--- config.mk ---
export PLATFORM = sky130hd
export DESIGN_NAME = vdp_command
export DESIGN_NICKNAME = d
export VERILOG_FILES = /design/src/vdp_cmd_pkg.sv /design/src/vdp_cmd_regs.sv /design/src/vdp_pixel_unit.sv /design/src/vdp_cmd_sequencer.sv /design/src/vdp_command.sv
export SDC_FILE = /design/constraint.sdc
export NUM_CORES = 1
export LEC_CHECK = 0
export BUFFER_PORTS_ARGS = -buffer_cell sky130_fd_sc_hd__buf_2
export CORE_MARGIN = 2
export CORE_UTILIZATION = 43
export DETAILED_ROUTE_END_ITERATION = 6
export PLACE_DENSITY_LB_ADDON = 0.05
export SLEW_MARGIN = 20
export SYNTH_ARGS = -nofsm -noshare
export SYNTH_HDL_FRONTEND = slang
export SYNTH_SLANG_ARGS = --single-unit
--- constraint.sdc ---
create_clock -name clk -period 6.2 [get_ports clk]
set_clock_uncertainty 0.05 [all_clocks]
set_input_delay 0.31 -clock clk [delete_from_list [all_inputs] [get_ports clk]]
set_output_delay 0.31 -clock clk [all_outputs]
set_load 0.02 [all_outputs]
--- src/vdp_cmd_pkg.sv ---
// Command engine package with shared types, opcodes and request structs

package vdp_cmd_pkg;

  // Coordinates and pixel counts
  typedef logic [9:0] coord_t;

  // Colour value or one VRAM byte
  typedef logic [7:0] color_t;

  // Byte address into the 128 KiB VRAM
  typedef logic [16:0] vram_addr_t;

  // CPU register index, 0..11 coordinates, 12 CLR, 13 ARG, 14 CMR
  typedef logic [3:0] reg_num_t;

  // Upper CMR nibble
  typedef enum logic [3:0] {
    STOP  = 4'd0,
    POINT = 4'd4,
    PSET  = 4'd5,
    LMMV  = 4'd8,
    HMMV  = 4'd12
  } cmd_op_t;

  // Lower CMR bits, destination = op(source, destination)
  typedef enum logic [2:0] {
    IMP = 3'd0,
    AND = 3'd1,
    OR  = 3'd2,
    EOR = 3'd3,
    NOT = 3'd4
  } logic_op_t;

  // G4 packs two pixels per byte, G7 one
  typedef enum logic {
    MODE_G4 = 1'b0,
    MODE_G7 = 1'b1
  } screen_mode_t;

  // Full command register bank as seen by the sequencer
  typedef struct packed {
    coord_t    sx;
    coord_t    sy;
    coord_t    dx;
    coord_t    dy;
    coord_t    nx;
    coord_t    ny;
    color_t    clr;
    logic      dix;
    logic      diy;
    cmd_op_t   cmd;
    logic      transparent;
    logic_op_t lop;
  } cmd_regs_t;

  // One VRAM access, write when we is set
  typedef struct packed {
    vram_addr_t addr;
    color_t     wdata;
    logic       we;
  } vram_req_t;

  // X bit that flags the right edge (x == 256) or a wrap below zero
  localparam int X_LIMIT_BIT = 8;

endpackage

--- src/vdp_cmd_regs.sv ---
// Command register bank, CPU toggle handshake and command start pulse

`timescale 1ns/1ps

module vdp_cmd_regs import vdp_cmd_pkg::*; (
  input  logic      clk,
  input  logic      reset,
  input  logic      reg_wr_req,
  input  reg_num_t  reg_num,
  input  color_t    reg_data,
  input  logic      clr_load,
  input  color_t    clr_value,
  output logic      reg_wr_ack,
  output cmd_regs_t regs,
  output logic      cmd_start
);

  always_ff @(posedge clk or posedge reset) begin
    if (reset) begin
      reg_wr_ack <= 1'b0;
      regs       <= '0;
      cmd_start  <= 1'b0;
    end else begin
      cmd_start <= 1'b0;
      // POINT result lands in CLR, a CPU write to CLR below still wins
      if (clr_load) begin
        regs.clr <= clr_value;
      end
      // Pending while the toggles differ
      if (reg_wr_req != reg_wr_ack) begin
        reg_wr_ack <= ~reg_wr_ack;
        case (reg_num)
          4'd0:  regs.sx[7:0] <= reg_data;
          4'd1:  regs.sx[9:8] <= reg_data[1:0];
          4'd2:  regs.sy[7:0] <= reg_data;
          4'd3:  regs.sy[9:8] <= reg_data[1:0];
          4'd4:  regs.dx[7:0] <= reg_data;
          4'd5:  regs.dx[9:8] <= reg_data[1:0];
          4'd6:  regs.dy[7:0] <= reg_data;
          4'd7:  regs.dy[9:8] <= reg_data[1:0];
          4'd8:  regs.nx[7:0] <= reg_data;
          4'd9:  regs.nx[9:8] <= reg_data[1:0];
          4'd10: regs.ny[7:0] <= reg_data;
          4'd11: regs.ny[9:8] <= reg_data[1:0];
          4'd12: regs.clr     <= reg_data;
          // ARG, direction bits only
          4'd13: begin
            regs.dix <= reg_data[2];
            regs.diy <= reg_data[3];
          end
          // CMR, starts or aborts a command
          4'd14: begin
            regs.cmd         <= cmd_op_t'(reg_data[7:4]);
            regs.transparent <= reg_data[3];
            regs.lop         <= logic_op_t'(reg_data[2:0]);
            cmd_start        <= 1'b1;
          end
          default: ;
        endcase
      end
    end
  end

  // Ack moves only in answer to a pending request
  assert property (@(posedge clk) disable iff (reset)
    (reg_wr_ack != $past(reg_wr_ack)) |-> $past(reg_wr_req != reg_wr_ack));

endmodule

--- src/vdp_pixel_unit.sv ---
// Pixel unit extracting the addressed pixel, applying the logical op and merging the byte

`timescale 1ns/1ps

module vdp_pixel_unit import vdp_cmd_pkg::*; (
  input  screen_mode_t mode,
  input  logic         x_low,
  input  color_t       rdata,
  input  color_t       src,
  input  logic_op_t    lop,
  input  logic         transparent,
  output color_t       point,
  output color_t       wbyte
);

  color_t col_mask;
  color_t src_m;
  color_t result;

  // Addressed pixel out of the byte just read
  always_comb begin
    if (mode == MODE_G4) begin
      col_mask = 8'h0f;
      // Even X in the high nibble
      point = x_low ? {4'h0, rdata[3:0]} : {4'h0, rdata[7:4]};
    end else begin
      col_mask = 8'hff;
      point    = rdata;
    end
  end

  assign src_m = src & col_mask;

  // Logical operation, transparent zero keeps the old pixel
  always_comb begin
    if (transparent && (src_m == 8'h00)) begin
      result = point;
    end else begin
      case (lop)
        IMP:     result = src_m;
        AND:     result = src_m & point;
        OR:      result = src_m | point;
        EOR:     result = src_m ^ point;
        NOT:     result = ~src_m;
        default: result = point;
      endcase
    end
  end

  // Merge back, other nibble untouched
  always_comb begin
    if (mode == MODE_G4) begin
      if (x_low) begin
        wbyte = {rdata[7:4], result[3:0]};
      end else begin
        wbyte = {result[3:0], rdata[3:0]};
      end
    end else begin
      wbyte = result;
    end
  end

endmodule

--- src/vdp_cmd_sequencer.sv ---
// Command sequencer FSM stepping X/Y and driving the VRAM toggle handshake

`timescale 1ns/1ps

module vdp_cmd_sequencer import vdp_cmd_pkg::*; (
  input  logic         clk,
  input  logic         reset,
  input  screen_mode_t mode,
  input  cmd_regs_t    regs,
  input  logic         cmd_start,
  input  logic         vram_ack_tgl,
  input  color_t       vram_rdata,
  input  color_t       point,
  input  color_t       wbyte,
  output vram_req_t    vram_req,
  output logic         vram_req_tgl,
  output logic         x_low,
  output logic         ce,
  output logic         clr_load,
  output color_t       clr_value
);

  typedef enum logic [3:0] {
    IDLE, CHK_LOOP, PRE_RD, WAIT_PRE_RD, RD_PT, WAIT_RD_PT, WR, WAIT_WR, EXEC_END
  } cmd_state_t;

  cmd_state_t state;
  coord_t     dx_cnt;
  coord_t     dy_cnt;
  coord_t     nx_cnt;
  coord_t     ny_cnt;
  coord_t     dx_org;
  coord_t     nx_org;
  logic       first_step;
  logic       idle_bus;
  logic       byte_mode;
  logic       row_end;
  logic       last_row;
  coord_t     x_step;
  coord_t     y_step;
  coord_t     start_x;
  coord_t     start_y;
  coord_t     nx_init;
  vram_addr_t addr;

  // No request outstanding
  assign idle_bus = (vram_req_tgl == vram_ack_tgl);

  // HMMV in G4 moves whole bytes of two pixels
  assign byte_mode = (regs.cmd == HMMV) && (mode == MODE_G4);
  assign x_step    = byte_mode ? (regs.dix ? 10'h3fe : 10'h002) : (regs.dix ? 10'h3ff : 10'h001);
  assign y_step    = regs.diy ? 10'h3ff : 10'h001;
  assign nx_init   = byte_mode ? {1'b0, regs.nx[9:1]} : regs.nx;

  // POINT reads at SX/SY while the rest draws at DX/DY
  assign start_x = (regs.cmd == POINT) ? regs.sx : regs.dx;
  assign start_y = (regs.cmd == POINT) ? regs.sy : regs.dy;

  // Row ends on count or edge and the command on NY or top edge
  assign row_end  = (nx_cnt == 10'd0) || dx_cnt[X_LIMIT_BIT];
  assign last_row = (ny_cnt == 10'd1) || (regs.diy && (dy_cnt == 10'd0));

  assign addr  = (mode == MODE_G4) ? {dy_cnt, dx_cnt[7:1]} : {dy_cnt[8:0], dx_cnt[7:0]};
  assign x_low = dx_cnt[0];

  always_ff @(posedge clk or posedge reset) begin
    if (reset) begin
      state        <= IDLE;
      dx_cnt       <= '0;
      dy_cnt       <= '0;
      nx_cnt       <= '0;
      ny_cnt       <= '0;
      dx_org       <= '0;
      nx_org       <= '0;
      first_step   <= 1'b0;
      vram_req     <= '0;
      vram_req_tgl <= 1'b0;
      ce           <= 1'b0;
      clr_load     <= 1'b0;
      clr_value    <= '0;
    end else begin
      clr_load <= 1'b0;
      if (cmd_start) begin
        // CMR write restarts the command or STOP aborts it
        if (regs.cmd == STOP) begin
          ce    <= 1'b0;
          state <= IDLE;
        end else begin
          dx_cnt     <= start_x;
          dx_org     <= start_x;
          dy_cnt     <= start_y;
          nx_cnt     <= nx_init;
          nx_org     <= nx_init;
          ny_cnt     <= regs.ny;
          first_step <= 1'b1;
          state      <= CHK_LOOP;
        end
      end else begin
        case (state)
          IDLE: ;
          CHK_LOOP: begin
            first_step <= 1'b0;
            if (!first_step && row_end && last_row) begin
              ce    <= 1'b0;
              state <= EXEC_END;
            end else begin
              ce <= 1'b1;
              // Next row from the saved start column
              if (!first_step && row_end) begin
                dx_cnt <= dx_org;
                nx_cnt <= nx_org;
                ny_cnt <= ny_cnt - 10'd1;
                dy_cnt <= dy_cnt + y_step;
              end
              case (regs.cmd)
                HMMV:       state <= WR;
                LMMV, PSET: state <= PRE_RD;
                POINT:      state <= RD_PT;
                default: begin
                  ce    <= 1'b0;
                  state <= EXEC_END;
                end
              endcase
            end
          end
          // Reads wait out any request left over from an abort
          PRE_RD, RD_PT: begin
            if (idle_bus) begin
              vram_req.addr <= addr;
              vram_req.we   <= 1'b0;
              vram_req_tgl  <= ~vram_req_tgl;
              state         <= (state == PRE_RD) ? WAIT_PRE_RD : WAIT_RD_PT;
            end
          end
          WAIT_PRE_RD: begin
            if (idle_bus) begin
              vram_req.wdata <= wbyte;
              state          <= WR;
            end
          end
          WAIT_RD_PT: begin
            if (idle_bus) begin
              clr_value <= point;
              clr_load  <= 1'b1;
              ce        <= 1'b0;
              state     <= EXEC_END;
            end
          end
          WR: begin
            if (idle_bus) begin
              vram_req.addr  <= addr;
              vram_req.wdata <= (regs.cmd == HMMV) ? regs.clr : vram_req.wdata;
              vram_req.we    <= 1'b1;
              vram_req_tgl   <= ~vram_req_tgl;
              state          <= WAIT_WR;
            end
          end
          WAIT_WR: begin
            if (idle_bus) begin
              if (regs.cmd == PSET) begin
                ce    <= 1'b0;
                state <= EXEC_END;
              end else begin
                dx_cnt <= dx_cnt + x_step;
                nx_cnt <= nx_cnt - 10'd1;
                state  <= CHK_LOOP;
              end
            end
          end
          default: begin
            ce    <= 1'b0;
            state <= IDLE;
          end
        endcase
      end
    end
  end

  // No new request while one is outstanding
  assert property (@(posedge clk) disable iff (reset)
    (vram_req_tgl != $past(vram_req_tgl)) |-> $past(vram_req_tgl == vram_ack_tgl));

  // Busy flag tracks the FSM leaving IDLE
  assert property (@(posedge clk) disable iff (reset)
    (state == IDLE) |-> !ce);

endmodule

--- src/vdp_command.sv ---
// Bitmap command engine top with register bank, sequencer and pixel unit

`timescale 1ns/1ps

module vdp_command import vdp_cmd_pkg::*; (
  input  logic         clk,
  input  logic         reset,
  input  screen_mode_t mode,
  input  logic         reg_wr_req,
  input  reg_num_t     reg_num,
  input  color_t       reg_data,
  input  logic         vram_ack_tgl,
  input  color_t       vram_rdata,
  output logic         reg_wr_ack,
  output vram_req_t    vram_req,
  output logic         vram_req_tgl,
  output logic         ce,
  output color_t       clr
);

  cmd_regs_t regs;
  logic      cmd_start;
  logic      clr_load;
  color_t    clr_value;
  logic      x_low;
  color_t    point;
  color_t    wbyte;

  // CPU side registers
  vdp_cmd_regs u_regs (
    .clk        (clk),
    .reset      (reset),
    .reg_wr_req (reg_wr_req),
    .reg_num    (reg_num),
    .reg_data   (reg_data),
    .clr_load   (clr_load),
    .clr_value  (clr_value),
    .reg_wr_ack (reg_wr_ack),
    .regs       (regs),
    .cmd_start  (cmd_start)
  );

  // Drawing FSM and VRAM master
  vdp_cmd_sequencer u_sequencer (
    .clk          (clk),
    .reset        (reset),
    .mode         (mode),
    .regs         (regs),
    .cmd_start    (cmd_start),
    .vram_ack_tgl (vram_ack_tgl),
    .vram_rdata   (vram_rdata),
    .point        (point),
    .wbyte        (wbyte),
    .vram_req     (vram_req),
    .vram_req_tgl (vram_req_tgl),
    .x_low        (x_low),
    .ce           (ce),
    .clr_load     (clr_load),
    .clr_value    (clr_value)
  );

  // Read-modify-write datapath
  vdp_pixel_unit u_pixel_unit (
    .mode        (mode),
    .x_low       (x_low),
    .rdata       (vram_rdata),
    .src         (regs.clr),
    .lop         (regs.lop),
    .transparent (regs.transparent),
    .point       (point),
    .wbyte       (wbyte)
  );

  assign clr = regs.clr;

endmodule

==> results.py <==
metrics = {
    "outcome": {
        "outcome": "finished clean",
    },
    "setup_path": {
        "crit_arrival_ps": 4420,
        "crit_path_start_kind": "flop",
        "critPathLaunch": "u_regs.regs[4]",
        "critPathBufInv": 0,
        "crit_slowest_cell": "nand4_1",
        "setup.worst_path.class": "reg -> reg",
        "r2r-start": "u_regs.regs[4]",
        "cp.required_ps": 6510,
        "worstSetupEndpointType": "flop",
        "cp_max_fo": 13,
        "slowest_delay_ps": 720,
        "critPathTopFamily": "simple AND/OR/NAND/NOR gates",
        "crit_chain": "nor2_1 -> nand4_1 -> ha_1 -> fa_1 -> a211oi_1 -> o21ai_0 -> a31oi_1 -> xor2_1 -> or3_1 -> a221oi_1 -> a221o_1",
        "path_depth": 11,
        "ff2ff_path_depth": 11,
    },
    "sta": {
        "rsz0062_at_grt": "no",
        "slew_viol_final": 0,
        "hold_violations": 0,
        "tns_ps": 0,
        "worst_pin_slew_ps": 1070,
        "finalCriticalPeriod_ps": 4100,
        "timing.final.crit_share_pct": 66.2,
        "finalSetupViolCount": 0,
        "fmax_ghz": 0.244,
        "relSlewSlack_pct": 28.7,
    },
    "logic_synthesis": {
        "synth_edf_count": 0,
        "ys_seq_area_share_pct": 44.5,
        "ys_warn_count": 0,
        "avgSynthCellArea_sq_um": 9.65,
        "synthAdderAreaFrac_pct": 4.90,
        "muxShareOfSynthArea_pct": 15.9,
        "yosys.area_share.simple_pct": 13.8,
        "ys_ff_latch": 178,
        "synth_fp_nets": 1100,
        "synth_cell_types": 64,
        "synthXorXnorAreaFrac_pct": 2.01,
        "async_flop_share_pct": 100,
        "synth_top_family_by_area": "multiplexers",
        "synth_compound_area_share_pct": 14.7,
        "synth_flop_cell": "dfrtp_1",
        "syn_area_sq_um": 10000,
        "postSynthCellCount": 1037,
    },
    "drt": {
        "first_pass_iters": 4,
        "viasPerCell": 5.44,
        "dr_total_vias": 7551,
        "totalWireLength_mm": 25.7,
        "routedWlPerCell_um": 18.5,
        "final_antenna_net_count": 0,
        "drtIter0Drc": 438,
        "route.detailed.drc": 0,
    },
    "floorplan": {
        "ios": 62,
        "core-area_sq_um": 22800,
        "dieArea_sq_um": 24500,
        "num_rows": 55,
        "dieWidth_um": 157,
        "die_h_um": 157,
        "initial_core_util_pct": 43.9,
    },
    "clock_network": {
        "clk_path_buf_depth": 2,
        "clkSinkCount": 178,
        "clk_pin_slew_ps": 70,
        "h-tree-depth": 4,
        "cts_resized": 0,
        "insertion_delay_ps": 430,
        "cts_buffers": 17,
        "cts_root_buf": "clkbuf_16",
        "cts_tree": "yes",
    },
    "finish": {
        "layout-drive-gt1-share_pct": 18.4,
        "fin_util_pct": 48.6,
        "fin_nets": 1126,
        "final_area_sq_um": 11100,
        "diodes": 0,
        "syn2layout_area_growth_pct": 10.6,
    },
    "grt": {
        "grt_max_degree": 105,
        "grt-ovfl-total": 0,
        "grt_pass1_wl_mm": 41.7,
        "grt_usage_pct": 22.1,
        "antenna_found_initial": 0,
        "grt_pass1_vias": 7403,
    },
    "placement": {
        "dp_hpwl_mm": 17.8,
        "routabilityCongestion": 0.869,
        "io_buffer_count": 61,
        "dpl_cell_area_sq_um": 10500,
    },
    "power_and_ir_drop": {
        "ir_worst_vdd_v": 0.000207,
        "total_leakage_power_nw": 4.98,
        "power_density_nw_per_um2": 449,
    },
    "job": {
        "drv_cap": 0,
    },
    "worst_hold_path": {
        "worstHoldPathType": "in -> async",
    },
}
## metrics by stage
stage                     std cells  setup slack, ps  hold WS, ps  power, W
after floorplan                1037             1010          353   0.00342
after global placement         1356             2010          396   0.00392
after detailed placement       1356             1960          398   0.00394
after CTS                      1388             2120         41.1   0.00501
after global routing           1388             1870         56.8   0.00539
final                          1388             2100         11.3   0.00497
## path summary, 6_finish.rpt
path,to,slack (ps)
min reg2reg,u_sequencer.vram_req[24],420
max in group asynchronous,u_regs.cmd_start,4860
max reg2reg,u_sequencer.dx_cnt[8],2100
min,u_sequencer.vram_req[20],10
max,u_sequencer.dx_cnt[8],2100
min in group clk,u_sequencer.vram_req_tgl,60
## power by group
group          switching [W]  internal, W
logic                0.00109     0.000857
registers           0.000410      0.00157
clock network       0.000467     0.000578
total                0.00197      0.00300
## cells by family after synthesis
family | Yosys count
multiplexers | 147
buffers and inverters | 96
AND/OR/NAND/NOR | 307
XOR/XNOR | 23
AO/OA/AOI/OAI | 248
adder cells (fa/ha/maj) | 38
flip-flops | 178
## registers in the layout (all words and copies together), names as in the netlist, 4 cells and up
signal and count:
u_sequencer.state 4, u_sequencer.vram_req 26, u_sequencer.dy_cnt 10, u_sequencer.nx_org 10, u_sequencer.dx_cnt 9, u_sequencer.clr_value 8, u_regs.regs 76, u_sequencer.nx_cnt 10
u_sequencer.ny_cnt 10, u_sequencer.dx_org 9
## worst reg2reg max path: cells and delay by family (launching register included)
family / cells / cell delay [ps]
flops: 1 / 420
compound gates: 5 / 1110
simple gates: 3 / 1340
xor+xnor: 1 / 120
fa+ha+maj: 2 / 1010
## layout make-up
type	count	area [sq um]
clock buffers	21	460
repair buffers	72	390
well taps	313	392
fillers	2181	11700
flip-flops and latches	178	4460
clock inverters	10	103
multi-input cells	763	5150
inverters	31	121
## layout by cell type, fill, tap and decap left out, types with 21 or more instances in the layout
| cell | n |
|---|---|
| a21oi_1 | 37 |
| buf_2 | 61 |
| dfrtp_1 | 177 |
| ha_1 | 36 |
| inv_1 | 30 |
| mux2_2 | 77 |
| mux2i_1 | 65 |
| nand2_1 | 158 |
| nor2_1 | 67 |
| nor3_1 | 21 |
| o21ai_0 | 127 |
## synth_stat cells (7+ instances only)
cell | instances | area, sq um
nor3_1 | 21 | 105
o211ai_1 | 7 | 52.6
o21ai_0 | 127 | 636
buf_2 | 12 | 60.1
mux2i_1 | 65 | 651
o22ai_1 | 8 | 50.1
a21oi_1 | 37 | 185
nand2_1 | 158 | 593
buf_4 | 9 | 67.6
nand3_1 | 7 | 35.0
ha_1 | 36 | 450
nor2_1 | 67 | 251
inv_1 | 31 | 116
a31oi_1 | 12 | 75.1
dfrtp_1 | 178 | 4450
mux2_2 | 77 | 867
a211oi_1 | 11 | 82.6
clkbuf_1 | 37 | 139
xnor2_1 | 17 | 149
## routing by layer
metal	vias up	global-route usage, %	part of all wire [%]	routed length (um)
met2	145	34.1	45	11500
li1	3730	-	-	-
met3	18	3.07	3.4	871
met5	-	0	0	0
met1	3658	32.6	50	13000
met4	0	5.64	1.3	333
## timing repair
action                    in CTS  in global routing
hold buffers                   1                  0
hold endpoints to repair       1                  0
setup buffers                  0                  0
Power figures use the tool's default switching activity.
